**src/include/wfd_cfg.svh**
```systemverilog
`ifndef WFD_CFG_SVH
`define WFD_CFG_SVH

// Link lanes and lane data path
`define WFD_LANES 4
`define WFD_LANE_W 16
`define WFD_FIFO_AW 4
`define WFD_CNT_W 16

// Front-panel LED on-time, in CLK125 cycles
`define WFD_LED_HOLD 16

// Host register port
`define WFD_VERSION 32'h0125_0102
`define WFD_ADDR_W 4
`define WFD_DATA_W 32
`define WFD_CSR_PEER_BIT 31
`define WFD_STAT_OVF_BIT 31

// Word addresses, sized to WFD_ADDR_W
`define WFD_REG_VERSION 4'd0
`define WFD_REG_CSR 4'd1
`define WFD_REG_STAT0 4'd2
`define WFD_REG_DATA0 4'd6
`define WFD_REG_LAST 4'd9

`endif

```
**src/hw/wfd_pkg.sv**
```systemverilog
`include "wfd_cfg.svh"

package wfd_pkg;

	////////////////////
	// Lane side

	// One word from a serial-link lane per clock
	typedef struct packed {
		logic [`WFD_LANE_W-1:0] data;
		logic                   kchar;
	} lane_rx_t;

	// Per-lane status as seen by the host
	typedef struct packed {
		logic                  overflow;
		logic [`WFD_CNT_W-1:0] count;
	} lane_stat_t;

	////////////////////
	// Host side

	// Request fields, stable while req is high
	typedef struct packed {
		logic [`WFD_ADDR_W-1:0] addr;
		logic                   we;
		logic [`WFD_DATA_W-1:0] wdata;
	} reg_req_t;

	// Register class after address decode
	typedef enum logic [2:0] {
		SEL_VERSION,
		SEL_CSR,
		SEL_STAT,
		SEL_DATA,
		SEL_NONE
	} reg_sel_e;

	// Four-phase handshake states
	typedef enum logic [1:0] {
		HS_IDLE,
		HS_ACCESS,
		HS_ACK
	} hs_state_e;

endpackage

```
**src/hw/lane_fifo.sv**
```systemverilog
`timescale 1ns/1ps
`include "wfd_cfg.svh"

module lane_fifo import wfd_pkg::*; (
	input  logic                   CLK125,
	input  logic                   arst_n_i,
	input  logic                   enable_i,
	input  lane_rx_t               rx_i,
	input  logic                   pop_i,
	input  logic                   ovf_clr_i,
	output logic [`WFD_LANE_W-1:0] head_o,
	output lane_stat_t             stat_o,
	output logic                   drop_o
);

	localparam int AW = `WFD_FIFO_AW;
	localparam int CNT_W = `WFD_CNT_W;
	localparam logic [AW:0] DEPTH = 1 << AW;

	logic [`WFD_LANE_W-1:0] mem [0:DEPTH-1];
	logic [AW-1:0] wr_ptr;
	logic [AW-1:0] rd_ptr;
	logic [AW:0] occ;
	logic ovf;

	logic accept;
	logic full;
	logic do_wr;
	logic do_rd;

	// Only enabled lanes take data words and K-characters are skipped
	assign accept = enable_i && !rx_i.kchar;
	assign full = (occ == DEPTH);
	assign do_rd = pop_i;

	// A pop in the same cycle frees the slot for the incoming word
	assign do_wr = accept && (!full || do_rd);
	assign drop_o = accept && full && !do_rd;

	////////////////////
	// Storage

	always_ff @(posedge CLK125) begin
		if (do_wr) begin
			mem[wr_ptr] <= rx_i.data;
		end
	end

	// Show-ahead head word
	assign head_o = mem[rd_ptr];

	////////////////////
	// Pointers, occupancy and overflow

	always_ff @(posedge CLK125 or negedge arst_n_i) begin
		if (!arst_n_i) begin
			wr_ptr <= '0;
			rd_ptr <= '0;
			occ <= '0;
			ovf <= 1'b0;
		end else begin
			if (do_wr) begin
				wr_ptr <= wr_ptr + 1'b1;
			end
			if (do_rd) begin
				rd_ptr <= rd_ptr + 1'b1;
			end
			case ({do_wr, do_rd})
				2'b10: occ <= occ + 1'b1;
				2'b01: occ <= occ - 1'b1;
				default: occ <= occ;
			endcase
			// New drop wins over a clear in the same cycle
			if (drop_o) begin
				ovf <= 1'b1;
			end else if (ovf_clr_i) begin
				ovf <= 1'b0;
			end
		end
	end

	assign stat_o.overflow = ovf;
	assign stat_o.count = CNT_W'(occ);

endmodule

```
**src/hw/led_stretch.sv**
```systemverilog
`timescale 1ns/1ps
`include "wfd_cfg.svh"

module led_stretch (
	input  logic CLK125,
	input  logic arst_n_i,
	input  logic trig_i,
	output logic led_o
);

	localparam int HOLD = `WFD_LED_HOLD;
	localparam int CW = $clog2(HOLD + 1);

	logic [CW-1:0] hold_cnt;

	// Each trigger restarts the full on-time
	always_ff @(posedge CLK125 or negedge arst_n_i) begin
		if (!arst_n_i) begin
			hold_cnt <= '0;
		end else if (trig_i) begin
			hold_cnt <= CW'(HOLD);
		end else if (hold_cnt != '0) begin
			hold_cnt <= hold_cnt - 1'b1;
		end
	end

	// Lit while time remains
	assign led_o = (hold_cnt != '0);

endmodule

```
**src/hw/reg_slave.sv**
```systemverilog
`timescale 1ns/1ps
`include "wfd_cfg.svh"

module reg_slave import wfd_pkg::*; (
	input  logic                                  CLK125,
	input  logic                                  arst_n_i,
	input  logic                                  req_i,
	input  reg_req_t                              bus_req_i,
	output logic                                  ack_o,
	output logic [`WFD_DATA_W-1:0]                rdata_o,
	input  lane_stat_t [`WFD_LANES-1:0]           lane_stat_i,
	input  logic [`WFD_LANES-1:0][`WFD_LANE_W-1:0] lane_head_i,
	output logic [`WFD_LANES-1:0]                 lane_en_o,
	output logic [`WFD_LANES-1:0]                 pop_o,
	output logic [`WFD_LANES-1:0]                 ovf_clr_o,
	output logic                                  peer_rst_o
);

	localparam int LANE_IW = $clog2(`WFD_LANES);

	hs_state_e state;
	logic req_q;
	logic [`WFD_DATA_W-1:0] csr;

	reg_sel_e sel;
	logic [LANE_IW-1:0] lane_idx;
	logic [`WFD_ADDR_W-1:0] addr_off;
	logic [`WFD_DATA_W-1:0] rd_val;
	logic lane_empty;
	logic access;

	////////////////////
	// Address decode

	always_comb begin
		sel = SEL_NONE;
		addr_off = '0;
		if (bus_req_i.addr == `WFD_REG_VERSION) begin
			sel = SEL_VERSION;
		end else if (bus_req_i.addr == `WFD_REG_CSR) begin
			sel = SEL_CSR;
		end else if (bus_req_i.addr >= `WFD_REG_STAT0 && bus_req_i.addr < `WFD_REG_DATA0) begin
			sel = SEL_STAT;
			addr_off = bus_req_i.addr - `WFD_REG_STAT0;
		end else if (bus_req_i.addr >= `WFD_REG_DATA0 && bus_req_i.addr <= `WFD_REG_LAST) begin
			sel = SEL_DATA;
			addr_off = bus_req_i.addr - `WFD_REG_DATA0;
		end
	end

	assign lane_idx = addr_off[LANE_IW-1:0];
	assign lane_empty = (lane_stat_i[lane_idx].count == '0);
	assign access = (state == HS_ACCESS);

	// Read data, empty lanes return zero
	always_comb begin
		rd_val = '0;
		case (sel)
			SEL_VERSION: rd_val = `WFD_VERSION;
			SEL_CSR: rd_val = csr;
			SEL_STAT: begin
				rd_val[`WFD_STAT_OVF_BIT] = lane_stat_i[lane_idx].overflow;
				rd_val[`WFD_CNT_W-1:0] = lane_stat_i[lane_idx].count;
			end
			SEL_DATA: begin
				if (!lane_empty) begin
					rd_val[`WFD_LANE_W-1:0] = lane_head_i[lane_idx];
				end
			end
			default: rd_val = '0;
		endcase
	end

	// One-cycle strobes, taken at the acknowledging edge
	always_comb begin
		pop_o = '0;
		ovf_clr_o = '0;
		if (access && sel == SEL_DATA && !bus_req_i.we && !lane_empty) begin
			pop_o[lane_idx] = 1'b1;
		end
		if (access && sel == SEL_STAT && bus_req_i.we) begin
			ovf_clr_o[lane_idx] = 1'b1;
		end
	end

	////////////////////
	// Handshake FSM and control register

	always_ff @(posedge CLK125 or negedge arst_n_i) begin
		if (!arst_n_i) begin
			req_q <= 1'b0;
			state <= HS_IDLE;
			csr <= '0;
		end else begin
			req_q <= req_i;
			case (state)
				HS_IDLE: begin
					if (req_q) begin
						state <= HS_ACCESS;
					end
				end
				HS_ACCESS: begin
					state <= HS_ACK;
					if (bus_req_i.we && sel == SEL_CSR) begin
						csr <= bus_req_i.wdata;
					end
				end
				HS_ACK: begin
					if (!req_q) begin
						state <= HS_IDLE;
					end
				end
				default: state <= HS_IDLE;
			endcase
		end
	end

	// Read data held while ack is up
	always_ff @(posedge CLK125) begin
		if (access) begin
			rdata_o <= rd_val;
		end
	end

	assign ack_o = (state == HS_ACK);
	assign lane_en_o = csr[`WFD_LANES-1:0];
	assign peer_rst_o = csr[`WFD_CSR_PEER_BIT];

endmodule

```
**src/hw/wfd_main.sv**
```systemverilog
`timescale 1ns/1ps
`include "wfd_cfg.svh"

module wfd_main import wfd_pkg::*; (
	input  logic                       CLK125,
	input  logic                       arst_n_i,
	input  lane_rx_t [`WFD_LANES-1:0]  lane_rx_i,
	input  logic                       req_i,
	input  reg_req_t                   bus_req_i,
	output logic                       ack_o,
	output logic [`WFD_DATA_W-1:0]     rdata_o,
	output logic [`WFD_LANES-1:0]      led_o,
	output logic                       peer_rst_o
);

	lane_stat_t [`WFD_LANES-1:0] lane_stat;
	logic [`WFD_LANES-1:0][`WFD_LANE_W-1:0] lane_head;
	logic [`WFD_LANES-1:0] lane_en;
	logic [`WFD_LANES-1:0] pop;
	logic [`WFD_LANES-1:0] ovf_clr;
	logic [`WFD_LANES-1:0] drop;

	////////////////////
	// Lane FIFOs and front-panel LEDs

	for (genvar i = 0; i < `WFD_LANES; i++) begin : g_lane
		lane_fifo i_lane_fifo (
			.CLK125    (CLK125),
			.arst_n_i  (arst_n_i),
			.enable_i  (lane_en[i]),
			.rx_i      (lane_rx_i[i]),
			.pop_i     (pop[i]),
			.ovf_clr_i (ovf_clr[i]),
			.head_o    (lane_head[i]),
			.stat_o    (lane_stat[i]),
			.drop_o    (drop[i])
		);

		// Overflow indicator
		led_stretch i_led_stretch (
			.CLK125   (CLK125),
			.arst_n_i (arst_n_i),
			.trig_i   (drop[i]),
			.led_o    (led_o[i])
		);
	end

	////////////////////
	// Host register port

	reg_slave i_reg_slave (
		.CLK125      (CLK125),
		.arst_n_i    (arst_n_i),
		.req_i       (req_i),
		.bus_req_i   (bus_req_i),
		.ack_o       (ack_o),
		.rdata_o     (rdata_o),
		.lane_stat_i (lane_stat),
		.lane_head_i (lane_head),
		.lane_en_o   (lane_en),
		.pop_o       (pop),
		.ovf_clr_o   (ovf_clr),
		.peer_rst_o  (peer_rst_o)
	);

endmodule

```
**config.mk**
```make
export PLATFORM = sky130hd
export DESIGN_NAME = wfd_main
export DESIGN_NICKNAME = d
export VERILOG_FILES = /design/src/hw/wfd_pkg.sv /design/src/hw/lane_fifo.sv /design/src/hw/led_stretch.sv /design/src/hw/reg_slave.sv /design/src/hw/wfd_main.sv
export VERILOG_INCLUDE_DIRS = /design/src /design/src/include
export SDC_FILE = /design/constraint.sdc
export NUM_CORES = 1
export LEC_CHECK = 0
export CAP_MARGIN = 20
export CORE_UTILIZATION = 63
export CTS_CLUSTER_SIZE = 16
export DETAILED_ROUTE_END_ITERATION = 7
export DONT_BUFFER_PORTS = 1
export GPL_TIMING_DRIVEN = 1
export PLACE_DENSITY = 0.88
export REMOVE_ABC_BUFFERS = 1
export SYNTH_ARGS = -nofsm -noshare
export SYNTH_HDL_FRONTEND = slang
export SYNTH_SLANG_ARGS = --single-unit
```
**constraint.sdc**
```tcl
create_clock -name CLK125 -period 4.31 [get_ports CLK125]
set_input_delay 0.2155 -clock CLK125 [delete_from_list [all_inputs] [get_ports CLK125]]
set_output_delay 0.2155 -clock CLK125 [all_outputs]
set_load 0.005 [all_outputs]
```
; ---- After elaboration in Yosys (flattened, before gate mapping)
; Memory sizes are Yosys's and may differ from the RTL's.
; Cells that the tools add are included.
[op_classes]
n_addsub = 22
n_lt_le_gt_ge = 6
n_eq_ne = 20
mux = 51
n_reduce_logical = 65
[op_table]
columns = op, count
row1 = $pmux 16 s4, 1
row2 = $mux 5, 8
row3 = $pmux 5 s2, 4
row4 = $sub 5x1->5 const B, 8
row5 = $bmux 17 s2, 1
row6 = $add 4x1->4 const B, 8
row7 = $bmux 16 s2, 1
row8 = $mux 16, 2
row9 = $pmux 15 s2, 1
row10 = $logic_and 1x1->1, 25
row11 = $reduce_bool 2->1, 12
row12 = $add 5x1->5 const B, 4
row13 = $eq 5x5->1 const B, 4
row14 = $reduce_bool 5->1, 4
row15 = $mux 1, 17
row16 = $mux 17, 1
row17 = $logic_not 16->1, 1
row18 = $logic_not 1->1, 14
row19 = $mux 2, 6
row20 = $mux 3, 4
row21 = $eq 2x1->1 const B, 5
row22 = $eq 2x2->1 const B, 5
row23 = $mux 4, 2
row24 = $eq 3x2->1 const B, 2
row25 = 19 further kinds, 24
[word_totals]
register_bits = 143
ramBits = 1024
inputBits = 108
out_inout_bits = 38
elab_cells = 192
memories = 4
[memory_table]
columns = name, words, word_bits, rd, rd_ports_with_merged_regs, write_ports, line
row1 = g_lane[0].i_lane_fifo.mem, 16, 16, 1, 0, 1, lane_fifo.sv:20  ; logic [`WFD_LANE_W-1:0] mem [0:DEPTH-1];
row2 = g_lane[1].i_lane_fifo.mem, 16, 16, 1, 0, 1, lane_fifo.sv:20
row3 = g_lane[2].i_lane_fifo.mem, 16, 16, 1, 0, 1, lane_fifo.sv:20
row4 = g_lane[3].i_lane_fifo.mem, 16, 16, 1, 0, 1, lane_fifo.sv:20

; ---- Longest topological paths before layout
[depth]
word_depth = 16
ltp_mapped = 15
mapped_depth_nobuf = 12

; ---- Hierarchy
; From an unflattened synthesis, not the netlist that was laid out.
[hier_totals]
hier_cells = 2363
area_unflattened_um2 = 46724.8
[modules_own_cells]
columns = module, instances, cells_each, area_per_inst_um2, seq_area_each_um2
row1 = lane_fifo, 4, 494, 10530.1, 8037.7
row2 = reg_slave, 1, 287, 3558.4, 1836.8
row3 = led_stretch, 4, 25, 261.5, 125.1

; ---- Least setup slack after synthesis
; No wires, ideal clock.
[synth_path]
kind = in2reg
from = input bus_req_i[35] (netlist bit)
to = memory g_lane[2].i_lane_fifo.mem[3][0] (netlist bit), enable pin
setup_ns = 0.409
t_arrival_ns = 3.372
required_ns = 3.901
path_slack_ns = 0.529
cell_stages = 9
n_path_buf = 2
path_cell_list = buf_2 xnor2_1 o21a_1 buf_2 a221oi_2 o41ai_4 o31ai_2 nand2_1 nor3_1
[synth_via]
elab_chain_cells = 16
word_cells_on_any_way = 34
cone_classes = order compare (6) / eq/ne (2) / mux (15) / reduce/logical (11)
[synth_lines]
columns = element, line
row1 = start: declaration, wfd_main.sv:9  ; input reg_req_t bus_req_i,
row2 = $ge 4x3->1 (no line) / $le 4x4->1 (equally long branches), -
row3 = $logic_and 1x1->1 (no line), -
row4 = $mux 2, reg_slave.sv:45  ; end else if (bus_req_i.addr >= `WFD_REG_DATA0 && bus_req_i.addr <= `WFD_REG_LAST) begin
row5 = $mux 2, reg_slave.sv:42  ; end else if (bus_req_i.addr >= `WFD_REG_STAT0 && bus_req_i.addr < `WFD_REG_DATA0) begin
row6 = $mux 2, reg_slave.sv:40  ; end else if (bus_req_i.addr == `WFD_REG_CSR) begin
row7 = $mux 2, reg_slave.sv:38  ; if (bus_req_i.addr == `WFD_REG_VERSION) begin
row8 = $bmux 17 s2, reg_slave.sv:52  ; assign lane_empty = (lane_stat_i[lane_idx].count == '0);
row9 = $mux 17 (not written as such), reg_slave.sv:52
row10 = $logic_not 16->1, reg_slave.sv:52
row11 = $logic_not 1->1, -
row12 = $logic_and 1x1->1, reg_slave.sv:78  ; if (access && sel == SEL_DATA && !bus_req_i.we && !lane_empty) begin
row13 = $mux 4 *, reg_slave.sv:78
row14 = $logic_or 1x1->1 *, lane_fifo.sv:37  ; assign do_wr = accept && (!full || do_rd);
row15 = $logic_and 1x1->1 *, lane_fifo.sv:37
row16 = $mux 1 *, lane_fifo.sv:44  ; if (do_wr) begin
row17 = $mux 1 (not written as such) *, lane_fifo.sv:45  ; mem[wr_ptr] <= rx_i.data;
row18 = end: declaration, lane_fifo.sv:20
; Mark *: on every way between the ends. The rest lies on a longest branch, timed or not. The select of a mux whose other input is x is not followed.

; ---- Worst setup path in the final report
[layout_path]
from = register g_lane[3].i_lane_fifo.occ[1]
to = memory g_lane[1].i_lane_fifo.mem[1][10] (netlist bit), enable pin
[layout_via]
elab_chain_cells = 10
[layout_lines]
columns = element, line
row1 = start: declaration, lane_fifo.sv:23  ; logic [AW:0] occ;
row2 = start signal: assignment, lane_fifo.sv:69  ; 2'b10: occ <= occ + 1'b1;
row3 = start signal: assignment, lane_fifo.sv:70  ; 2'b01: occ <= occ - 1'b1;
row4 = $bmux 17 s2, reg_slave.sv:52
row5 = $mux 17 (not written as such), reg_slave.sv:52
row6 = $logic_not 16->1, reg_slave.sv:52
row7 = $logic_not 1->1, -
row8 = $logic_and 1x1->1, reg_slave.sv:78
row9 = $mux 4, reg_slave.sv:78
row10 = $logic_or 1x1->1, lane_fifo.sv:37
row11 = $logic_and 1x1->1, lane_fifo.sv:37
row12 = $mux 1, lane_fifo.sv:44
row13 = $mux 1 (not written as such), lane_fifo.sv:45
row14 = end: declaration, lane_fifo.sv:20
; No other way between the ends. The select of a mux whose other input is x is not followed.

==> impl_metrics.csv <==
group,metric,value,unit
outcome,status,"complete, but fails checks",
outcome,violations,"DRC",
critical_path,endpoint_kind,"flop",
floorplan,initial_core_util,64.0,%
yosys,synth_flop_cell,"edfxtp_1",
placed_design,post-dp-hpwl,69600,um
grt,use_met1,43.4,%
route,drt_iter0_drc,4120,
critical_path,crit_family,"simple AND/OR/NAND/NOR gates",
critical_path,path_class,"reg -> reg",
yosys,ys_types,63,
grt,grt_pass1_vias,25200,
power,powerDensity,521,nW/um^2
critical_path,r2r_setup_slack,0.19,ns
critical_path,cpMostUsedCell,"nor3_1",
sta,period_minus_slack,4.12,ns
power,p_leak,17.1,nW
placed_design,gp_congestion,0.950,
power,ir_worst_vdd,0.381,mV
route,ant_nets,0,
yosys,ys_seq_elements,1167,
floorplan,die_h,272,um
route,wl,121000,um
grt,track_usage,33.3,%
grt,grt_max_degree,112,
critical_path,critPathRequiredTime,4.61,ns
grt,met2_usage,54.5,%
route,vias,24700,
floorplan,rows,98,
yosys,ys_warn_count,0,
critical_path,slowest_stage,"and2_1",
yosys,synth-seq-area-share,74.8,%
job,cap_viol_max_count,0,
sta,max_freq,243,MHz
grt,globalRouteMet3Util,8.34,%
clocking,post_cts_buffers,0,
clocking,clkSinkCount,1167,
clocking,cts_tree,"built",
placed_design,numPortBuffers,0,
layout,finalCoreUtilization,72.9,%
min_path,hold_path_class,"in -> reg",
yosys,synthCells,2194,
layout,layout-drive-gt1-share,26.2,%
sta,tightestPinTransition,1.16,ns
floorplan,die_x,272,um
critical_path,critPathLaunch,"g_lane[3].i_lane_fifo.occ[1]",
critical_path,worstSetupStartpointType,"flop",
floorplan,io_pins,146,
min_path,hp-start,"bus_req_i[33]",
clocking,htreeDepth,3,
yosys,syn_area_per_cell,21.0,um^2
layout,nets,2548,
critical_path,path_cells,"nor3_1 -> a2111oi_0 -> a221o_1 -> o41ai_4 -> buf_4 -> o31a_1 -> nor3_1 -> and2_1",
sta,slew_violations,0,
sta,clock_skew,0.0240,ns
sta,rsz0062_at_grt,"false",
critical_path,path_buf_inv,1,
yosys,synthesis.area,46100,um^2
yosys,synth-edff-count,1056,
sta,final.period_utilization,95.6,%
grt,overflow,0,
yosys,synthArstFlopShare,9.51,%
sta,fin_ws,0.188,ns
sta,hold_viol_final,0,
grt,grt_pass1_wl,175000,um
placed_design,pre_cts_slack,0.444,ns
grt,top_usage_layer,"met2",
critical_path,r2r-start,"g_lane[3].i_lane_fifo.occ[1]",
sta,setup_viol,0,
critical_path,cp_max_fo,16,
clocking,cts_buffers,110,
sta,max-slew-margin-rel,22.8,%
critical_path,cp.arrival,4.42,ns
route,drc,5,
clocking,clkSlewWorstSetupHoldPaths,0.06,ns
critical_path,critical-path-max-stage-delay,0.82,ns
route,wl_per_cell,35.2,um
layout,area_growth,13.8,%
floorplan,dieArea,74200,um^2
clocking,cts_buffer_depth,3,
route,vias_per_cell,7.16,
layout,fill_cells,3658,
clocking,insertion_delay,0.68,ns
power,total_power,27.3,mW
clocking,cts-root-buf,"clkbuf_16",
floorplan,fp.coreArea,72000,um^2
grt,antenna_found_initial,13,
route,drt_pass1_iterations,8,
==> cells in the final DEF, fill, tap and decap left out, types with 31 or more instances in the layout <==
cell           netlist  routed
xnor2_1             40      40
buf_4                4      93
ha_1                35      35
dfrtp_1            111     103
o22ai_1             34      34
nand2_1             43      43
clkbuf_16            0     110
mux4_2             315     315
nor2_1              86      86
edfxtp_1          1056    1056
mux2_2              39      39
dlygate4sd3_1        0     112
inv_1               31      31
==> tightest hold or removal path: stages <==
cell and delay [ns]:
mux2i_1 0.05, nor2_1 0.08, a221o_1 0.11, a22o_1 0.13
==> worst paths after layout <==
kind	endpoint	cells after the start
max	g_lane[1].i_lane_fifo.mem[1][10]	8
min	i_reg_slave.rdata_o[31]	4
max reg2reg	g_lane[1].i_lane_fifo.mem[1][10]	8
min reg2reg	i_reg_slave.csr[29]	1
max in group asynchronous	g_lane[0].i_lane_fifo.rd_ptr[0]	2
min in group asynchronous	g_lane[2].i_led_stretch.hold_cnt[4]	2
==> cell families after synthesis <==
logic type | count (synthesis) | synth area share (%)
AOI/OAI and AO/OA | 134 | 2.05
and+or+nand+nor | 289 | 3.22
xor gates and xnor gates | 55 | 1.05
DFF | 1167 | 74.8
muxes | 369 | 16.7
buffers and inverters | 145 | 1.23
adders and majority gates | 35 | 0.950
==> layer usage <==
metal	part of all wire, %	routed length (um)
met1	33	40500
met4	4.8	5830
met5	0.13	152
met3	13	15500
met2	49	59500
==> synth_stat cells, types with 8 or more instances <==
library cell	number	area, um^2
xor2_1	15	131
mux4_2	315	7090
mux2i_1	12	120
nand3_1	20	100
mux2_2	39	439
clkbuf_1	69	259
o22ai_1	34	213
nor3_1	27	135
o21ai_0	19	95.1
a31oi_1	8	50.1
inv_1	31	116
dfrtp_1	111	2780
and3_1	15	93.8
nand2b_1	16	100
ha_1	35	438
nor3b_1	8	60.1
a22o_1	12	105
xnor2_1	40	350
and2_1	24	150
a21oi_1	19	95.1
nand2_1	43	161
buf_1	34	128
edfxtp_1	1056	31700
nor2_1	86	323
==> power by group <==
part	internal, mW	total [mW]	switching (mW)
clock	5.43	9.73	4.30
combinational	1.80	3.82	2.02
sequential	12.9	13.8	0.838
==> repair_timing <==
action / CTS / global route
resized for setup: 0 / 0
endpoints found under the setup margin: 0 / 0
endpoints found under the hold margin: 1183 / 0
hold buffers: 113 / 0
==> state kept, by name, indices dropped and copies added, names as in the netlist <==
signal	count
i_reg_slave.req_q	1
g_lane.i_lane_fifo.rd_ptr	16
i_reg_slave.rdata_o	32
i_reg_slave.state	2
g_lane.i_lane_fifo.wr_ptr	16
g_lane.i_led_stretch.hold_cnt	20
g_lane.i_lane_fifo.occ	20
g_lane.i_lane_fifo.ovf	4
g_lane.i_lane_fifo.mem	1024
i_reg_slave.csr	32
==> final cells by class <==
class	instances	area, um^2	share of cell area (%)
Sequential cell	1167	34500	65.8
Timing Repair Buffer	213	1970	3.76
Inverter	31	116	0.222
Tap cell	950	1190	2.27
Multi-Input combinational cell	882	11100	21.2
Clock buffer	130	2880	5.49
Clock inverter	74	674	1.29
Antenna cell	3	7.51	0.0143
==> stage by stage <==
stage / TNS [ns] / instance area (um^2) / hold WS [ns] / std cells
final: 0 / 52500 / 0.0277 / 3450
after global placement: 0 / 47700 / -0.0778 / 3126
after floorplan: -0.689 / 45600 / -0.0801 / 2080
after detailed placement: 0 / 47700 / -0.0770 / 3127
after CTS: 0 / 52400 / 0.00682 / 3444
after global routing: 0 / 52500 / 0.0704 / 3448
No activity file was read; power rests on OpenSTA's default activity.
